--- src/mipsPkg.sv ---
`default_nettype none

package mipsPkg;

    // major opcodes the fetch unit reacts to
    typedef enum logic [5:0] {
        SPECIAL = 6'h00,
        REGIMM  = 6'h01,
        J       = 6'h02,
        JAL     = 6'h03,
        BEQ     = 6'h04,
        BNE     = 6'h05,
        BLEZ    = 6'h06,
        BGTZ    = 6'h07
    } opcodeT;

    // SPECIAL function codes for register jumps
    typedef enum logic [5:0] {
        JR   = 6'h08,
        JALR = 6'h09
    } functT;

    typedef enum logic [1:0] {
        SEQ      = 2'd0,
        BRANCH   = 2'd1,
        JUMP_IMM = 2'd2,
        JUMP_REG = 2'd3
    } npcSelT;

    // kernel control from the coprocessor
    typedef enum logic [1:0] {
        NONE = 2'd0,
        TRAP = 2'd1,
        ERET = 2'd2
    } kCtrlT;

    localparam logic [4:0] EXC_NONE = 5'd0;
    // address error on load or fetch
    localparam logic [4:0] EXC_ADEL = 5'd4;

    // APB register map
    localparam logic [11:0] REG_CTRL     = 12'h000;
    localparam logic [11:0] REG_TRAPVEC  = 12'h004;
    localparam logic [11:0] REG_EPC      = 12'h008;
    localparam logic [11:0] REG_BADADDR  = 12'h00C;
    localparam logic [11:0] REG_EXCCOUNT = 12'h010;
    localparam logic [11:0] IMEM_WINDOW  = 12'h800;

endpackage

`default_nettype wire

--- src/nextPc.sv ---
`timescale 1ns/1ps
`default_nettype none

module nextPc (
    input  wire logic [31:0]   instr,
    input  wire logic          cmp,
    input  wire logic [31:0]   pcIf,
    input  wire logic [31:0]   jmpReg,
    input  wire mipsPkg::kCtrlT kCtrl,
    input  wire logic [31:0]   epc,
    input  wire logic [31:0]   trapVector,
    output logic      [31:0]   npc,
    output logic               isJump
);
    import mipsPkg::*;

    opcodeT      opcode;
    functT       funct;
    npcSelT      sel;
    logic [15:0] imm16;
    logic [25:0] index;
    logic [31:0] branchOff;
    logic [31:0] pathPc;

    assign opcode = opcodeT'(instr[31:26]);
    assign funct  = functT'(instr[5:0]);
    assign imm16  = instr[15:0];
    assign index  = instr[25:0];

    // sign-extended word offset
    assign branchOff = {{14{imm16[15]}}, imm16, 2'b00};

    always_comb begin
        sel    = SEQ;
        isJump = 1'b0;
        case (opcode)
            SPECIAL: begin
                if (funct == JR || funct == JALR) begin
                    sel    = JUMP_REG;
                    isJump = 1'b1;
                end
            end
            J, JAL: begin
                sel    = JUMP_IMM;
                isJump = 1'b1;
            end
            BEQ, BNE, BLEZ, BGTZ, REGIMM: begin
                // taken only on a true compare
                isJump = 1'b1;
                if (cmp) begin
                    sel = BRANCH;
                end
            end
            default: ;
        endcase
    end

    always_comb begin
        case (sel)
            BRANCH:   pathPc = pcIf + branchOff;
            JUMP_IMM: pathPc = {pcIf[31:28], index, 2'b00};
            JUMP_REG: pathPc = jmpReg;
            default:  pathPc = pcIf + 32'd4;
        endcase
    end

    // kernel redirects win over any branch
    assign npc = (kCtrl == TRAP) ? trapVector :
                 (kCtrl == ERET) ? {epc[31:2], 2'b00} :
                 pathPc;

endmodule

`default_nettype wire

--- config.mk ---
export PLATFORM = sky130hd
export DESIGN_NAME = nextPc
export DESIGN_NICKNAME = d
export VERILOG_FILES = /design/src/mipsPkg.sv /design/src/nextPc.sv
export SDC_FILE = /design/constraint.sdc
export NUM_CORES = 1
export LEC_CHECK = 0
export ABC_AREA = 0
export BUFFER_PORTS_ARGS = -buffer_cell sky130_fd_sc_hd__buf_4
export CAP_MARGIN = 40
export CORE_MARGIN = 2
export CORE_UTILIZATION = 40
export DETAILED_ROUTE_END_ITERATION = 6
export GPL_ROUTABILITY_DRIVEN = 0
export GPL_TIMING_DRIVEN = 0
export PLACE_DENSITY_LB_ADDON = 0.12
export SLEW_MARGIN = 30
export SYNTH_ARGS = -nofsm -noshare
export SYNTH_HDL_FRONTEND = slang
export SYNTH_SLANG_ARGS = --single-unit
--- constraint.sdc ---
create_clock -name vclk -period 3
set_input_delay 0.15 -clock vclk [all_inputs]
set_output_delay 0.15 -clock vclk [all_outputs]
set_load 0.01 [all_outputs]
==> summary.md <==
| Metric | Value |
|---|---|
| Clock power share | `0%` |
| Total gr overflow | `0` |
| Final setup fails | `24` |
| Hold Vio Cnt, Final | `0` |
| Peak VDD IR | `approximately 76 uV` |
| Ranking of synthesized cells by area | `ha_1 (12%), a21oi_1 (8.8%), a221o_1 (5.9%), xnor2_1 (5.7%), a21o_1 (5.4%)` |
| Pleak | `2.64 nW` |
| Count leader, synth | `a21oi_1` |
| Placed Instances | `721` |
| First-pass GRT wire length | `20.5 mm` |
| Synth top area share | `12.5%` |
| Post-synth top cells | `a21oi_1 (51), nand2_1 (42), ha_1 (29)` |
| Drt initial violations | `around 400` |
| WHS Endpoint | `npc[0]` |
| Mapped Nets | `622` |
| Power Internal | `approximately 0.00041 W` |
| DRT Wirelength | `16.3 mm` |
| Status | `complete, but fails checks` |
| HP Start | `trapVector[0]` |
| Ant. Diodes | `0` |
| DRC errors left | `0` |
| Setup TNS | `-8030 ps` |
| CP Max Fanout | `6` |
| Fill cells | `about 530` |
| Chip Width | `89.3 um` |
| Switch share | `between 40% and 50%` |
| Cell Rows | `31` |
| GR Util met2 | `59.5%` |
| Clock buffer count | `0` |
| Tot GR Track Use | `around a third` |
| Max-Cap Viols | `0` |
| Synth Cell Area | `0.00291 mm2` |
| Slew @ Worst Pin | `between 700 and 800 ps` |
| Hold Crit Depth | `4` |
| Vias | `4910` |
| Antenna violations before repair | `0` |
| Seq/Total Area, Yosys | `0%` |
| Final worst slack | `-517 ps` |
| Die area | `0.00797 mm2` |
| Synth Area in Simple Gates | `22.5%` |
| Chip height | `89.3 um` |
| Initial Util | `40.7%` |
| Synth Warn # | `0` |
| Worst Setup Path Type | `in2out` |
| Reg power frac | `0%` |
| Area Overhead vs Synth | `92.4%` |
| Vias in the first global route | `4239` |
| CORE AREA | `0.00714 mm2` |
| Max_slew headroom | `just under 50%` |
| Seq Cell Count | `0` |
| TritonRoute pass-1 iters | `6` |
| Crit path launch type | `primary input` |
| GR met1 Demand/Resource | `approximately two fifths` |
| Synth Area in XOR/XNOR | `approximately 7.5%` |
| RSZ-0062 raised after global routing | `yes` |
| Failing checks | `negative setup slack` |
| Fin crit share | `117%` |
| Pins over their slew limit | `0` |
| Maximum clock frequency | `284 MHz` |
| Combinational fraction of design power | `100.0%` |
| Hold WC Path Type | `in2out` |
| Largest family of logic cells by synthesized area | `compound AO/OA/AOI/OAI gates` |
| Antenna viol nets, final | `0` |
| DP Wirelength | `10.6 mm` |
| Synth cell types | `57` |
| Synth Area in Adders | `around an eighth` |
| Power Dens Cells | `138 mW/mm2` |
| Required @ worst endpoint | `~2900 ps` |
| Routed length per instance | `21.3 um` |
| Layout Nets | `859` |
| Pre-CTS WS | `-834 ps` |
| Busiest grt layer | `met2` |
| Compound-cell area share of the yosys netlist | `between 40 and 50%` |
| Final std cells w/o fill | `763` |
| Largest net degree at the start of global routing | `11` |
| Share of cells above drive strength 1 | `between 50% and 60%` |
| CP arrival | `3370 ps` |
| Psw | `0.000358 W` |
| Buffers on Ports | `193` |
| Io pins | `196` |
| Vias per cell | `6.44` |
| Yosys top cell by area | `ha_1` |
| Met3 usage | `between 5 and 6%` |
| Syn_area_per_cell | `6.78 um2` |
| Post-synthesis cell count | `429` |
| Register area | `0 um2` |
| Critical Path End Type | `output pin` |
| Period minus WS final | `3520 ps` |
| Mux cell area share after synthesis | `2.80%` |
critical path, stage by stage:
cell and delay (ps):
buf_6 100, nor3_4 200, o21ai_4 100, nor2_4 250
buf_8 160, and2_4 150, ha_4 190, buf_6 130
a21o_1 220, a2111oi_4 400, o2111ai_2 230, buf_4 200
buf_4 140, a31oi_2 140, xnor2_1 120, a221oi_2 240
nor2_1 100, buf_4 150
power by group through the flow:
stage / Clock, W / Sequential [W] / Combinational [W]
after floorplan: 0 / 0 / 0.000302
after global placement: 0 / 0 / 0.000604
after detailed placement: 0 / 0 / 0.000615
after CTS: 0 / 0 / 0.000658
after global routing: 0 / 0 / 0.000812
final: 0 / 0 / 0.000770
cells in the final DEF, fill, tap and decap left out, types with 5 or more instances in the layout:
cell      count
buf_4       210
nand2_1      40
a21oi_1      29
buf_6        27
nor2_1       22
a21o_1       21
a21oi_2      21
clkbuf_1     20
a221o_1      17
ha_4         17
inv_1        16
xnor2_1      14
o22ai_1      14
a221oi_1     10
o21ai_2      10
and2_4        9
o21ai_0       9
o221a_2       9
ha_1          9
and2_1        8
o211ai_1      8
mux2i_1       7
nand3_1       6
a22oi_1       6
nor3_1        5
or3_1         5
nand4_1       5
xnor2_2       5
worst max path at each step:
| stage | start | end | slack, ps | cells after the start |
|---|---|---|---|---|
| 2_1_floorplan | instr[31] | npc[29] | 5 | 15 |
| 3_3_place_gp | instr[31] | npc[29] | -770 | 17 |
| 4_1_cts | instr[29] | npc[27] | -340 | 17 |
| 6_report | instr[31] | npc[18] | -520 | 18 |
| 5_1_grt | instr[31] | npc[24] | -590 | 18 |
| 3_5_place_dp | instr[31] | npc[29] | -830 | 17 |
layer usage:
metal | wire [um] | share of wire (%)
met1 | 5900 | 36
met2 | 7990 | 49
met3 | 1680 | 10
met4 | 718 | 4.4
met5 | 0 | 0
cell type report:
type | count | area (um2) | area share (%)
tap | 99 | 124 | 2.21
multi-input combinational | 385 | 3420 | 61.1
inverter | 16 | 60.1 | 1.07
timing repair buffer | 236 | 1870 | 33.4
buffer | 27 | 124 | 2.21
logic make-up after synthesis:
| group | Yosys count |
|---|---|
| AOI/OAI and AO/OA | 193 |
| xor gates and xnor gates | 25 |
| adders and majority gates | 30 |
| buffers and inverters | 44 |
| muxes | 8 |
| and+or+nand+nor | 129 |
what timing repair did:
action | CTS | global route
gates resized for setup | 49 | 107
setup buffers | 19 | 24
endpoints found under the setup margin | 24 | 25
hold buffers | 0 | 0
endpoints found under the hold margin | 0 | 0
pin swaps | 32 | 77
gates cloned | 1 | 0
per-stage QoR:
stage / cell area [um2] / hold WS, ps / power [W] / utilization (%)
CTS: 4870 / 622 / 0.000658 / 68.3
finish: 5600 / 618 / 0.000770 / 78.4
global placement: 4510 / 625 / 0.000604 / 63.2
detailed placement: 4510 / 622 / 0.000615 / 63.2
floorplan: 2940 / 467 / 0.000302 / -
global route: 5600 / 651 / 0.000812 / 78.4
No activity file was read; power rests on OpenSTA's default activity.
