[src/mipsPkg.sv]
`default_nettype none

package mipsPkg;

    // major opcodes the fetch unit reacts to
    typedef enum logic [5:0] {
        SPECIAL = 6'h00,
        REGIMM  = 6'h01,
        J       = 6'h02,
        JAL     = 6'h03,
        BEQ     = 6'h04,
        BNE     = 6'h05,
        BLEZ    = 6'h06,
        BGTZ    = 6'h07
    } opcodeT;

    // SPECIAL function codes for register jumps
    typedef enum logic [5:0] {
        JR   = 6'h08,
        JALR = 6'h09
    } functT;

    typedef enum logic [1:0] {
        SEQ      = 2'd0,
        BRANCH   = 2'd1,
        JUMP_IMM = 2'd2,
        JUMP_REG = 2'd3
    } npcSelT;

    // kernel control from the coprocessor
    typedef enum logic [1:0] {
        NONE = 2'd0,
        TRAP = 2'd1,
        ERET = 2'd2
    } kCtrlT;

    localparam logic [4:0] EXC_NONE = 5'd0;
    // address error on load or fetch
    localparam logic [4:0] EXC_ADEL = 5'd4;

    // APB register map
    localparam logic [11:0] REG_CTRL     = 12'h000;
    localparam logic [11:0] REG_TRAPVEC  = 12'h004;
    localparam logic [11:0] REG_EPC      = 12'h008;
    localparam logic [11:0] REG_BADADDR  = 12'h00C;
    localparam logic [11:0] REG_EXCCOUNT = 12'h010;
    localparam logic [11:0] IMEM_WINDOW  = 12'h800;

endpackage

`default_nettype wire

[src/csrIf.sv]
`timescale 1ns/1ps
`default_nettype none

interface csrIf #(
    parameter int imemWords = 256
) ();
    localparam int addrBits = $clog2(imemWords);

    // configuration towards fetch
    logic                fetchEnable;
    logic [31:0]         trapVector;
    logic [31:0]         epc;

    // instruction memory write port
    logic                imemWe;
    logic [addrBits-1:0] imemWaddr;
    logic [31:0]         imemWdata;

    // fault report back to the register block
    logic                excValid;
    logic [31:0]         excAddr;

    modport csr (
        output fetchEnable, trapVector, epc, imemWe, imemWaddr, imemWdata,
        input  excValid, excAddr
    );

    modport stage (
        input  fetchEnable,
        output excValid, excAddr
    );

    modport mem (
        input imemWe, imemWaddr, imemWdata
    );

endinterface

`default_nettype wire

[src/fetchStage.sv]
`timescale 1ns/1ps
`default_nettype none

module fetchStage #(
    parameter logic [31:0] textBase  = 32'h0000_3000,
    parameter int          imemWords = 256
) (
    input  wire logic        clk,
    input  wire logic        reset,
    input  wire logic        stall,
    input  wire logic        clr,
    input  wire logic        stallPc,
    input  wire logic [31:0] npc,
    input  wire logic [31:0] code,
    input  wire logic        isJump,
    output logic      [31:0] pcIf,
    output logic      [31:0] fetchCode,
    output logic      [31:0] fetchPc,
    output logic      [4:0]  fetchExc,
    output logic             fetchBd,
    csrIf.stage              cfg
);
    import mipsPkg::*;

    localparam logic [31:0] memBytes = 32'(imemWords) * 32'd4;

    logic [31:0] offset;
    logic        fault;
    logic        loading;

    always_ff @(posedge clk) begin
        if (reset) begin
            pcIf <= textBase;
        end else if (cfg.fetchEnable && !stallPc) begin
            pcIf <= npc;
        end
    end

    // unsigned offset also catches addresses below the base
    assign offset  = pcIf - textBase;
    assign fault   = (pcIf[1:0] != 2'b00) || (offset >= memBytes);
    assign loading = !stall && !clr;

    always_ff @(posedge clk) begin
        if (reset || clr) begin
            fetchCode <= '0;
            fetchPc   <= '0;
            fetchExc  <= EXC_NONE;
            fetchBd   <= 1'b0;
        end else if (!stall) begin
            fetchCode <= fault ? 32'b0 : code;
            fetchPc   <= pcIf;
            fetchExc  <= fault ? EXC_ADEL : EXC_NONE;
            fetchBd   <= isJump;
        end
    end

    // one report per faulting fetch taken into IF/ID
    assign cfg.excValid = fault && loading;
    assign cfg.excAddr  = pcIf;

endmodule

`default_nettype wire

[src/flat_wrapper.sv]
// flat-port wrapper written by rule: the top's interface ports become plain ports
module fetchStage_flat import mipsPkg::*;
#(
    parameter logic [31:0] textBase  = 32'h0000_3000,
    parameter int          imemWords = 256
)
  (clk, reset, stall, clr, stallPc, npc, code, isJump, pcIf, fetchCode, fetchPc, fetchExc, fetchBd, cfg_fetchEnable, cfg_excValid, cfg_excAddr);
  csrIf #(.imemWords(imemWords)) cfg_i ();
  input  wire logic clk;
  input  wire logic reset;
  input  wire logic stall;
  input  wire logic clr;
  input  wire logic stallPc;
  input  wire logic [31:0] npc;
  input  wire logic [31:0] code;
  input  wire logic isJump;
  output logic      [31:0] pcIf;
  output logic      [31:0] fetchCode;
  output logic      [31:0] fetchPc;
  output logic      [4:0] fetchExc;
  output logic fetchBd;
  input wire logic [$bits(cfg_i.fetchEnable)-1:0] cfg_fetchEnable;
  output wire logic [$bits(cfg_i.excValid)-1:0] cfg_excValid;
  output wire logic [$bits(cfg_i.excAddr)-1:0] cfg_excAddr;
  assign cfg_i.fetchEnable = cfg_fetchEnable;
  assign cfg_excValid = cfg_i.excValid;
  assign cfg_excAddr = cfg_i.excAddr;
  fetchStage #(.textBase(textBase), .imemWords(imemWords)) u_core (.clk(clk), .reset(reset), .stall(stall), .clr(clr), .stallPc(stallPc), .npc(npc), .code(code), .isJump(isJump), .pcIf(pcIf), .fetchCode(fetchCode), .fetchPc(fetchPc), .fetchExc(fetchExc), .fetchBd(fetchBd), .cfg(cfg_i));
endmodule
[config.mk]
export PLATFORM = sky130hd
export DESIGN_NAME = fetchStage_flat
export DESIGN_NICKNAME = d
export VERILOG_FILES = /design/src/mipsPkg.sv /design/src/csrIf.sv /design/src/fetchStage.sv /design/src/flat_wrapper.sv
export SDC_FILE = /design/constraint.sdc
export NUM_CORES = 1
export LEC_CHECK = 0
export BUFFER_PORTS_ARGS = -buffer_cell sky130_fd_sc_hd__buf_4
export CAP_MARGIN = 10
export CORE_ASPECT_RATIO = 0.9
export CORE_UTILIZATION = 41
export CTS_BUF_LIST = sky130_fd_sc_hd__clkbuf_16
export CTS_CLUSTER_SIZE = 30
export DETAILED_ROUTE_END_ITERATION = 16
export PLACE_DENSITY = 0.76
export SYNTH_ARGS = -nofsm -noshare
export SYNTH_HDL_FRONTEND = slang
export SYNTH_SLANG_ARGS = --single-unit
[constraint.sdc]
create_clock -name clk -period 1.9 [get_ports clk]
set_input_delay 0.38 -clock clk [delete_from_list [all_inputs] [get_ports clk]]
set_output_delay 0.38 -clock clk [all_outputs]
set_load 0.02 [all_outputs]
==> results.py <==
metrics = {
    "grt": {
        "grt_util_all_layers": 0.2012,
        "grt_pass1_wl_mm": 16.05,
        "grtUsageMet2": 0.3500,
        "gr-total-overflow": 0,
        "gr-usage-met3": 0.04739,
        "antenna_found_initial": 0,
        "grt_max_degree": 66,
        "grt_pass1_vias": 3226,
        "top_usage_layer": "met2",
        "grt_use_met1": 0.2439,
    },
    "clock_network": {
        "cts_tree": "built",
        "path_clk_slew_ns": 0.07,
        "cts_buffer_depth": 2,
        "clkLatencyLatePin_ns": 0.33,
        "ctsHtreeMaxLevel": 3,
        "cts.sinks": 98,
        "cts_hold_buf": 0,
        "numCtsBuffers": 9,
        "cts-root-buf": "clkbuf_16",
    },
    "power_and_ir_drop": {
        "switchingPower_uw": 1183,
        "vdd_drop_max_mv": 0.4810,
        "p_per_area_mw_per_mm2": 787.7,
        "internal_power_uw": 3609,
        "leakagePower_uw": 0.002808,
        "clkPwrFrac": 0.392,
        "swShare": 0.2469,
        "power_frac_comb": 0.160,
        "p_seq_frac": 0.447,
    },
    "finish": {
        "nNetsFinal": 716,
        "fin_util": 0.6301,
        "fill_cells": 813,
        "antenna_cells": 0,
        "drive_above_1_share": 0.4785,
        "areaGrowthSynthToFinish_pct": 50.14,
    },
    "critical_path": {
        "crit_arrival_ns": 1.93,
        "path_cells": "a2111o_1 -> nor4b_2 -> o2bb2ai_2 -> o21ai_2 -> nor3b_4 -> buf_6",
        "slowest_delay_ns": 0.46,
        "critical_path_required_ns": 1.52,
        "crit_path_start_kind": "register",
        "r2r-start": "u_core.cfg.excAddr[24]$_SDFFE_PP0P_",
        "r2r-end": "u_core.fetchCode[16]$_SDFFE_PP0N_",
        "critPathCaptureType": "primary output",
        "critical_path_class": "reg2out",
        "path_delay_family": "compound AO/OA/AOI/OAI gates",
        "ff2ff_path_depth": 8,
        "r2r_slack_ns": -0.11,
        "crit_buf_inv": 1,
        "crit_slowest_cell": "a2111o_1",
        "critPathMaxFanout": 3,
    },
    "min_path": {
        "hold_path_end": "u_core.cfg.excAddr[13]$_SDFFE_PP1P_",
        "worstHoldStart": "npc[13]",
        "hold_depth": 3,
        "worstHoldPathType": "in2reg",
    },
    "floorplanning": {
        "core_mm2": 0.009657,
        "num_io_pins": 206,
        "die_h_um": 96.32,
        "rows": 34,
        "fp.dieW_um": 106.8,
        "start_util": 0.4197,
        "fp.dieArea_mm2": 0.01029,
    },
    "route": {
        "antenna_left": 0,
        "drtPass1Iterations": 4,
        "route.detailed.drc": 0,
        "vias": 3761,
        "wire_per_inst_um": 14.23,
        "vias_per_cell": 4.847,
        "drtIter0Drc": 174,
        "routed_wl_mm": 11.05,
    },
    "timing": {
        "rsz0062_at_grt": "true",
        "period_minus_slack_ns": 2.308,
        "maxSlewViolCount": 0,
        "post-route-period-util": 1.215,
        "fin_skew_ns": 0.006306,
        "fmax_mhz": 433.3,
        "fin_hold_ws_ns": 0.2873,
        "slew_headroom": 0.5216,
        "worstMarginPinSlew_ns": 0.7175,
        "layout_setup_ws_ns": -0.4081,
        "finalSetupViolations": 34,
        "hold_violations": 0,
    },
    "synth": {
        "avgSynthCellArea_um2": 8.887,
        "syn_inst": 456,
        "synth.distinct_cells": 34,
        "synthesis.area_mm2": 0.004053,
        "yosysSeqAreaShare": 0.4841,
        "synth.yosys.warnings": 0,
        "ys_seq_elements": 98,
    },
    "run": {
        "max_cap_violations": 0,
    },
    "place": {
        "gp_congestion": 0.7643,
        "dp_hpwl_mm": 7.726,
        "port_buffers": 201,
    },
    "outcome": {
        "status": "finished with violations",
        "violations": "setup timing",
    },
}
[synth_stat cells]
cell type  count  area, um2
a21oi_1       30      150.1
buf_2          2      10.01
o21ai_2       30      262.8
nand3_1       32      160.2
nand2b_1       2      12.51
buf_4         36      270.3
o21ai_0        3      15.01
nor4_4         3      63.81
nor2b_1        1      6.260
clkbuf_1      26      97.59
nand4b_1       1      8.760
nor4_1         1      6.260
nand2_1       98      367.9
o21a_1         1      7.510
buf_6          3      33.78
o21ai_4        1      16.27
a2111o_1       1      11.26
and3_2         1      7.510
conb_1         1      3.750
nor4b_2        1      15.01
nor3b_1        1      7.510
nand3b_1       2      15.01
nor2_1        37      138.9
nand4_1        1      6.260
o2bb2ai_2      1      15.01
nor3_1         2      10.01
or4b_1         1      10.01
mux2i_1       33      330.3
inv_1          1      3.750
buf_1          2      7.510
a21boi_0       1      7.510
dfxtp_1       98       1962
a31oi_1        1      6.260
or2_2          1      6.260
[power by group through the flow]
stage / Clock (uW) / Sequential, uW / Combinational, uW
floorplan: 0 / 2260 / 343
global placement: 0 / 2190 / 722
detailed placement: 0 / 2190 / 733
CTS: 1930 / 2140 / 772
global route: 2020 / 2150 / 821
finish: 1880 / 2140 / 768
[metal layers]
layer	up-vias	part of all wire
met4	0	0.017
li1	1849	-
met5	-	0
met2	135	0.51
met1	1759	0.42
met3	18	0.058
[cells in the final DEF (no fill, tap or decap), types with 3 or more instances in the layout]
| master | n |
|---|---|
| a21oi_1 | 30 |
| buf_12 | 4 |
| buf_4 | 235 |
| buf_6 | 4 |
| clkbuf_16 | 9 |
| conb_1 | 4 |
| dfxtp_1 | 92 |
| dfxtp_2 | 6 |
| inv_1 | 3 |
| mux2i_1 | 33 |
| nand2_1 | 98 |
| nand3_1 | 32 |
| nor2_1 | 36 |
| nor4_4 | 3 |
| o21ai_2 | 33 |
[registers in the layout, indices dropped and copies added, names as in the netlist]
| register | cells |
|---|---|
| u_core.cfg.excAddr | 32 |
| u_core.fetchBd | 1 |
| u_core.fetchCode | 32 |
| u_core.fetchExc | 1 |
| u_core.fetchPc | 32 |
[worst register-to-register path, delay by kind of cell, from the launching register on]
family | cells | cell delay, ns
compound gates | 2 | 0.31
buf+inv | 3 | 0.57
flops | 1 | 0.34
simple gates | 3 | 0.74
[cell families after synthesis]
group	share of synthesized area
buffers and inverters	0.1044
other	0.0009253
DFF	0.4841
AOI/OAI and AO/OA	0.1213
and+or+nand+nor	0.2078
muxes	0.08151
[stage by stage]
stage,cell area (um2),cells,total power [uW],TNS (ns),setup WS (ns)
final,6085,776,4793,-3.006,-0.4081
after detailed placement,5660,753,2921,-0.2281,-0.1721
after global routing,6085,776,4991,-6.868,-0.4955
after global placement,5660,753,2907,-0.1281,-0.1281
after floorplan,4083,459,2600,0,0.0007432
after CTS,6133,778,4843,-3.186,-0.4310
[what timing repair did]
| action | CTS | global route |
|---|---|---|
| setup buffers | 7 | 2 |
| endpoints found under the setup margin | 21 | 34 |
| resized for setup | 9 | 13 |
| gates cloned | 3 | 0 |
| endpoints found under the hold margin | 0 | 0 |
| pin swaps | 18 | 25 |
[worst max path at each step]
stage	from	to	cells after the start
final	u_core.cfg.excAddr[12]$_SDFFE_PP1P_	cfg_excValid	6
after global routing	u_core.cfg.excAddr[12]$_SDFFE_PP1P_	cfg_excValid	6
after CTS	u_core.cfg.excAddr[13]$_SDFFE_PP1P_	cfg_excValid	6
after detailed placement	u_core.cfg.excAddr[12]$_SDFFE_PP1P_	cfg_excValid	6
after global placement	u_core.cfg.excAddr[12]$_SDFFE_PP1P_	cfg_excValid	6
after floorplan	u_core.cfg.excAddr[12]$_SDFFE_PP1P_	cfg_excValid	5
[layout make-up]
class                      instances  area, um2  area share
clock inverter                     7      86.33     0.01419
sequential                        98       1969      0.3237
inverter                           1      3.754   0.0006169
tap                              126      157.7     0.02591
clock buffer                       9      225.2     0.03701
multi-input combinational        291       1738      0.2856
timing repair buffer             244       1904      0.3130
Power figures use the tool's default switching activity.
