`src/mipsPkg.sv`:
```
`default_nettype none

package mipsPkg;

    // major opcodes the fetch unit reacts to
    typedef enum logic [5:0] {
        SPECIAL = 6'h00,
        REGIMM  = 6'h01,
        J       = 6'h02,
        JAL     = 6'h03,
        BEQ     = 6'h04,
        BNE     = 6'h05,
        BLEZ    = 6'h06,
        BGTZ    = 6'h07
    } opcodeT;

    // SPECIAL function codes for register jumps
    typedef enum logic [5:0] {
        JR   = 6'h08,
        JALR = 6'h09
    } functT;

    typedef enum logic [1:0] {
        SEQ      = 2'd0,
        BRANCH   = 2'd1,
        JUMP_IMM = 2'd2,
        JUMP_REG = 2'd3
    } npcSelT;

    // kernel control from the coprocessor
    typedef enum logic [1:0] {
        NONE = 2'd0,
        TRAP = 2'd1,
        ERET = 2'd2
    } kCtrlT;

    localparam logic [4:0] EXC_NONE = 5'd0;
    // address error on load or fetch
    localparam logic [4:0] EXC_ADEL = 5'd4;

    // APB register map
    localparam logic [11:0] REG_CTRL     = 12'h000;
    localparam logic [11:0] REG_TRAPVEC  = 12'h004;
    localparam logic [11:0] REG_EPC      = 12'h008;
    localparam logic [11:0] REG_BADADDR  = 12'h00C;
    localparam logic [11:0] REG_EXCCOUNT = 12'h010;
    localparam logic [11:0] IMEM_WINDOW  = 12'h800;

endpackage

`default_nettype wire

```
`src/csrIf.sv`:
```
`timescale 1ns/1ps
`default_nettype none

interface csrIf #(
    parameter int imemWords = 256
) ();
    localparam int addrBits = $clog2(imemWords);

    // configuration towards fetch
    logic                fetchEnable;
    logic [31:0]         trapVector;
    logic [31:0]         epc;

    // instruction memory write port
    logic                imemWe;
    logic [addrBits-1:0] imemWaddr;
    logic [31:0]         imemWdata;

    // fault report back to the register block
    logic                excValid;
    logic [31:0]         excAddr;

    modport csr (
        output fetchEnable, trapVector, epc, imemWe, imemWaddr, imemWdata,
        input  excValid, excAddr
    );

    modport stage (
        input  fetchEnable,
        output excValid, excAddr
    );

    modport mem (
        input imemWe, imemWaddr, imemWdata
    );

endinterface

`default_nettype wire

```
`src/fetchCsr.sv`:
```
`timescale 1ns/1ps
`default_nettype none

module fetchCsr #(
    parameter int imemWords = 256
) (
    input  wire logic        clk,
    input  wire logic        reset,
    input  wire logic [11:0] paddr,
    input  wire logic        psel,
    input  wire logic        penable,
    input  wire logic        pwrite,
    input  wire logic [31:0] pwdata,
    output logic      [31:0] prdata,
    output logic             pready,
    output logic             pslverr,
    csrIf.csr                cfg
);
    import mipsPkg::*;

    localparam int addrBits = $clog2(imemWords);

    logic        access;
    logic        winHit;
    logic        mapped;
    logic        readOnly;
    logic [31:0] rdata;

    logic        fetchEnable;
    logic [31:0] trapVector;
    logic [31:0] epc;
    logic [31:0] badAddr;
    logic [15:0] excCount;

    // no wait states
    assign pready = 1'b1;
    assign access = psel && penable;

    // word-aligned hit inside the populated part of the window
    assign winHit = paddr[11] && (paddr[1:0] == 2'b00)
                    && ({23'b0, paddr[10:2]} < 32'(imemWords));

    always_comb begin
        rdata    = '0;
        mapped   = 1'b1;
        readOnly = 1'b0;
        case (paddr)
            REG_CTRL:     rdata = {31'b0, fetchEnable};
            REG_TRAPVEC:  rdata = trapVector;
            REG_EPC:      rdata = epc;
            REG_BADADDR: begin
                rdata    = badAddr;
                readOnly = 1'b1;
            end
            REG_EXCCOUNT: begin
                rdata    = {16'b0, excCount};
                readOnly = 1'b1;
            end
            // reads of the write-only window give zero
            default:      mapped = winHit;
        endcase
    end

    assign prdata  = (access && !pwrite) ? rdata : 32'b0;
    assign pslverr = access && (!mapped || (pwrite && readOnly));

    always_ff @(posedge clk) begin
        if (reset) begin
            fetchEnable <= 1'b0;
            trapVector  <= '0;
            epc         <= '0;
            badAddr     <= '0;
            excCount    <= '0;
        end else begin
            if (access && pwrite) begin
                case (paddr)
                    REG_CTRL:    fetchEnable <= pwdata[0];
                    REG_TRAPVEC: trapVector  <= pwdata;
                    REG_EPC:     epc         <= pwdata;
                    default:     ;
                endcase
            end
            if (cfg.excValid) begin
                badAddr <= cfg.excAddr;
                // saturate at all ones
                if (excCount != 16'hffff) begin
                    excCount <= excCount + 16'd1;
                end
            end
        end
    end

    assign cfg.fetchEnable = fetchEnable;
    assign cfg.trapVector  = trapVector;
    assign cfg.epc         = epc;

    // write strobe lands on the access-phase edge
    assign cfg.imemWe    = access && pwrite && winHit;
    assign cfg.imemWaddr = paddr[addrBits+1:2];
    assign cfg.imemWdata = pwdata;

endmodule

`default_nettype wire

```
`src/flat_wrapper.sv`:
```
// flat-port wrapper written by rule: the top's interface ports become plain ports
module fetchCsr_flat import mipsPkg::*;
#(
    parameter int imemWords = 256
)
  (clk, reset, paddr, psel, penable, pwrite, pwdata, prdata, pready, pslverr, cfg_fetchEnable, cfg_trapVector, cfg_epc, cfg_imemWe, cfg_imemWaddr, cfg_imemWdata, cfg_excValid, cfg_excAddr);
  csrIf #(.imemWords(imemWords)) cfg_i ();
  input  wire logic clk;
  input  wire logic reset;
  input  wire logic [11:0] paddr;
  input  wire logic psel;
  input  wire logic penable;
  input  wire logic pwrite;
  input  wire logic [31:0] pwdata;
  output logic      [31:0] prdata;
  output logic pready;
  output logic pslverr;
  output wire logic [$bits(cfg_i.fetchEnable)-1:0] cfg_fetchEnable;
  output wire logic [$bits(cfg_i.trapVector)-1:0] cfg_trapVector;
  output wire logic [$bits(cfg_i.epc)-1:0] cfg_epc;
  output wire logic [$bits(cfg_i.imemWe)-1:0] cfg_imemWe;
  output wire logic [$bits(cfg_i.imemWaddr)-1:0] cfg_imemWaddr;
  output wire logic [$bits(cfg_i.imemWdata)-1:0] cfg_imemWdata;
  input wire logic [$bits(cfg_i.excValid)-1:0] cfg_excValid;
  input wire logic [$bits(cfg_i.excAddr)-1:0] cfg_excAddr;
  assign cfg_fetchEnable = cfg_i.fetchEnable;
  assign cfg_trapVector = cfg_i.trapVector;
  assign cfg_epc = cfg_i.epc;
  assign cfg_imemWe = cfg_i.imemWe;
  assign cfg_imemWaddr = cfg_i.imemWaddr;
  assign cfg_imemWdata = cfg_i.imemWdata;
  assign cfg_i.excValid = cfg_excValid;
  assign cfg_i.excAddr = cfg_excAddr;
  fetchCsr #(.imemWords(imemWords)) u_core (.clk(clk), .reset(reset), .paddr(paddr), .psel(psel), .penable(penable), .pwrite(pwrite), .pwdata(pwdata), .prdata(prdata), .pready(pready), .pslverr(pslverr), .cfg(cfg_i));
endmodule
```
`config.mk`:
```
export PLATFORM = sky130hd
export DESIGN_NAME = fetchCsr_flat
export DESIGN_NICKNAME = d
export VERILOG_FILES = /design/src/mipsPkg.sv /design/src/csrIf.sv /design/src/fetchCsr.sv /design/src/flat_wrapper.sv
export SDC_FILE = /design/constraint.sdc
export NUM_CORES = 1
export LEC_CHECK = 0
export ABC_CLOCK_PERIOD_IN_PS = 6150
export BUFFER_PORTS_ARGS = -buffer_cell sky130_fd_sc_hd__clkbuf_2
export CAP_MARGIN = 40
export CORE_ASPECT_RATIO = 0.75
export CORE_MARGIN = 2
export CORE_UTILIZATION = 42
export DETAILED_ROUTE_END_ITERATION = 16
export PLACE_DENSITY_LB_ADDON = 0.08
export SLEW_MARGIN = 40
export SYNTH_ARGS = -nofsm -noshare
export SYNTH_HDL_FRONTEND = slang
export SYNTH_SLANG_ARGS = --single-unit
```
`constraint.sdc`:
```
create_clock -name clk -period 6.15 [get_ports clk]
set_input_delay 1.845 -clock clk [delete_from_list [all_inputs] [get_ports clk]]
set_output_delay 1.845 -clock clk [all_outputs]
set_load 0.005 [all_outputs]
```
==> implementation parameters <==
Parameter                              Value

Run status
  Outcome ... finished, final reports clean

Pwr
  Power density normalized to cell area ... 283 nW/um^2
  Reported net switching power ... 0.455 mW
  Worst IR Drop VDD ... 226 uV
  Switching power share of the total ... 21.9%
  Static leakage ... 3.10 nW
  Cell internal power dissipation ... 1.62 mW
  Relative contribution of the clock network to total power ... 56.5%
  Sequential cell fraction of total power ... 36.5%
  Portion of total power attributed to combinational logic ... 7.0%

Logic synthesis
  Proportion of synthesized chip area in sequential cells ... 39.1%
  Top cells by area in the synthesized netlist ... sky130_fd_sc_hd__dfxtp_1 (39%), sky130_fd_sc_hd__mux2i_1 (7.4%), sky130_fd_sc_hd__a21oi_1 (6.7%)
  Mean instance size in the synthesized netlist ... 8.58 sq um
  FFs w/ async S/R, synth ... 0%
  Number of enable flip-flop cells after synthesis ... 0
  Fraction of post-synthesis cell area in the top cell type by area ... 39.1%
  Number of cells produced by synthesis ... 675
  Post-synthesis sequential element count ... 113
  Mapped cell area ... 5790 sq um
  Top_reg_cell synth ... sky130_fd_sc_hd__dfxtp_1
  Net count after synthesis ... 758
  Cell type with the largest total area after synthesis ... sky130_fd_sc_hd__dfxtp_1
  Number of warnings reported in the yosys synthesis log ... 0
  Number of unique standard cell types used by synthesis ... 40

Final layout
  Filler Cells Inserted ... 1282
  Diode insertion count for antenna repair ... 0
  Final cell count without fillers ... 1016
  Share of layout cells above drive strength 1 ... 35.2%
  Area delta synth->final ... 26.7%
  FF+latch area ... 2260 sq um
  Most frequent cells in the layout ... sky130_fd_sc_hd__clkbuf_2 (219), sky130_fd_sc_hd__dfxtp_1 (113), sky130_fd_sc_hd__a21oi_1 (77)
  Nets ... 911
  Leading cell type in the layout, fill and taps excluded ... sky130_fd_sc_hd__clkbuf_2
  Area of the multi-input gates ... 2950 sq um

Floorplanning
  Floorplan die area ... 14700 sq um
  Die extent in y ... 106 um
  Effective utilization at floorplan ... 42.5%
  # IOs ... 222
  Std-Cell Core Area ... 13600 sq um
  Site row count ... 37
  Overall die width ... 140 um

Critical path
  Total buffers and inverters traversed by the critical path ... 3
  Delay contributed by the slowest stage of the critical path ... 0.52 ns
  CP Data Arrival Time ... 3.56 ns
  Slowest cell on crit path ... sky130_fd_sc_hd__nor4_4
  Start-to-end type of the worst setup path ... in2out
  Sort of element at the start of the critical path ... primary input
  Cell breakdown of the critical path ... clkbuf_2, nor3_2, nand2_2, nor4_4, buf_4, nor2b_1, clkbuf_2
  Sort of element at the end of the critical path ... output pin
  WP data required ... 4.30 ns
  CP delay by family, top ... simple AND/OR/NAND/NOR gates
  Cell repeated most along the worst path ... sky130_fd_sc_hd__clkbuf_2
  Highest fanout seen on the critical path ... 11

Timing
  Number of hold violations in the final report ... 0
  Post-route minimum period ... 5.40 ns
  Period Utilization, post-route ... 87.8%
  Maximum frequency from static timing analysis ... 0.185 GHz
  Number of pins exceeding their max-slew limit in the final report ... 0
  Setup-violating endpoint count in the final report ... 0
  RSZ-0062 raised after global routing ... no
  Final-layout setup total negative slack ... 0 ns
  Post-Route Skew ... 0.00453 ns
  Remaining max-slew budget at the tightest pin ... 47.6%
  Worst-margin pin slew ... 0.786 ns
  Hold slack ... 0.489 ns

Clock tree
  Maximum level of the CTS H-tree ... 4
  # Post-CTS Setup Buffers ... 0
  Count of hold buffers inserted by post-cts repair ... 0
  CTS tree ... done
  Cts repair resizes ... 0
  CTS buffer count ... 17
  Clock Path Buffers ... 2
  Insertion delay of the later-clocked pin in the worst-skew pair ... 0.40 ns
  Clk Tree Root Cell ... sky130_fd_sc_hd__clkbuf_16
  Clock-pin slew on the worst setup and hold paths ... 0.06 ns
  Clk sink count ... 113

Routing
  Via count normalized by instance count ... 5.68
  Number of DRC markers after the initial detailed-route iteration ... 412
  Remaining design rule violation count ... 0
  DRT Pass-1 Iters ... 5
  Count of antenna-violating nets left after detailed routing ... 0
  Vias after detailed routing ... 5769
  Total Routed Length ... 18.3 mm
  Per-cell routed wire length ... 18.0 um

Placed design
  RePlAce Congestion ... 0.798
  DPL Wire Length ... 12.9 mm
  Placed Cells ... 984
  Port Buf Inserts ... 220

Min path
  Worst Hold Class ... reg2reg

Global routing
  Vias in the first global route ... 5390
  Largest net degree at the start of global routing ... 118
  Global-route wire length before repair ... 29.0 mm
  Antenna violations before repair ... 0
  Global-route total usage across every layer ... 24.5%
  Sum of overflow across all layers after global routing ... 0

Run
  # Max-Cap Violations ... 0
==> cell type report <==
| class | count | area share [%] |
|---|---|---|
| Multi-Input combinational cell | 463 | 40.2 |
| Clock inverter | 13 | 3.50 |
| Tap cell | 175 | 2.98 |
| Clock buffer | 19 | 6.04 |
| Sequential cell | 113 | 30.8 |
| Timing Repair Buffer | 233 | 16.5 |
==> path summary, 6_finish.rpt <==
kind	startpoint	endpoint	slack [ns]	depth (start not counted)
worst max-delay path	paddr[1]	prdata[0]	0.75	7
worst min-delay path	u_core.cfg.epc[25]$_SDFFE_PP0P_	u_core.cfg.epc[25]$_SDFFE_PP0P_	0.49	2
worst max register to register	u_core.excCount[0]$_SDFFE_PP0P_	u_core.excCount[0]$_SDFFE_PP0P_	4.07	5
worst min register to register	u_core.cfg.epc[25]$_SDFFE_PP0P_	u_core.cfg.epc[25]$_SDFFE_PP0P_	0.49	2
==> metal layers <==
metal | share of wire [%] | track usage (%) | routed length, um
met1 | 47 | 34.2 | 8540
met2 | 46 | 38.0 | 8350
met3 | 6.3 | 4.77 | 1150
met4 | 1.6 | 8.07 | 291
met5 | 0 | 0 | 0
==> synth_stat cells, types with 4 or more instances <==
cell and number:
sky130_fd_sc_hd__a21oi_1 77, sky130_fd_sc_hd__or4_1 4, sky130_fd_sc_hd__a22o_1 15, sky130_fd_sc_hd__o2bb2ai_1 15, sky130_fd_sc_hd__dfxtp_1 113, sky130_fd_sc_hd__o21ai_1 16, sky130_fd_sc_hd__nand2_1 10, sky130_fd_sc_hd__buf_2 15
sky130_fd_sc_hd__nor2b_1 8, sky130_fd_sc_hd__clkbuf_1 34, sky130_fd_sc_hd__nand4_1 4, sky130_fd_sc_hd__mux2_2 19, sky130_fd_sc_hd__and3_1 8, sky130_fd_sc_hd__or3_1 7, sky130_fd_sc_hd__nor2_1 54, sky130_fd_sc_hd__o31ai_1 7
sky130_fd_sc_hd__and4_1 5, sky130_fd_sc_hd__o21ai_0 55, sky130_fd_sc_hd__a22oi_1 22, sky130_fd_sc_hd__buf_4 41, sky130_fd_sc_hd__nand2b_1 5, sky130_fd_sc_hd__buf_6 7, sky130_fd_sc_hd__nand3_1 70, sky130_fd_sc_hd__mux2i_1 43
==> through the flow <==
stage	area [sq um]	utilization [%]	setup WS (ns)	power (mW)
global placement	6630	48.7	0.805	0.914
global route	7340	53.9	0.591	2.13
finish	7340	53.9	0.749	2.07
detailed placement	6630	48.7	0.772	0.917
CTS	7330	53.9	0.774	2.09
floorplan	5790	-	1.30	0.860
==> registers in the layout, summed over array words and instances (netlist names) <==
name / count
u_core.cfg.trapVector: 32
u_core.excCount: 16
u_core.cfg.fetchEnable: 1
u_core.cfg.epc: 32
u_core.badAddr: 32
==> tightest hold or removal path, cell delays in order (launching register included) <==
cell                      delay, ns
sky130_fd_sc_hd__dfxtp_1       0.31
sky130_fd_sc_hd__o21ai_0       0.07
sky130_fd_sc_hd__a21oi_1       0.06
==> power by group through the flow <==
stage	Sequential (mW)	Clock, mW	Combinational (mW)
after floorplan	0.768	0	0.0927
after global placement	0.771	0	0.143
after detailed placement	0.771	0	0.146
after CTS	0.756	1.19	0.146
after global routing	0.757	1.22	0.159
final	0.756	1.17	0.146
==> kinds of logic (layout without fill, tap and decap cells) <==
kind of cell / count (synthesis) / count (layout) / synth area share [%]
buf+inv: 99 / 265 / 10.3
mux: 63 / 63 / 11.5
fa+ha+maj: 1 / 1 / 0.216
simple gates: 190 / 190 / 17.6
flops: 113 / 113 / 39.1
compound gates: 208 / 208 / 21.2
other cells: 1 / 1 / 0.0648
(Power assumes the default switching activity.)
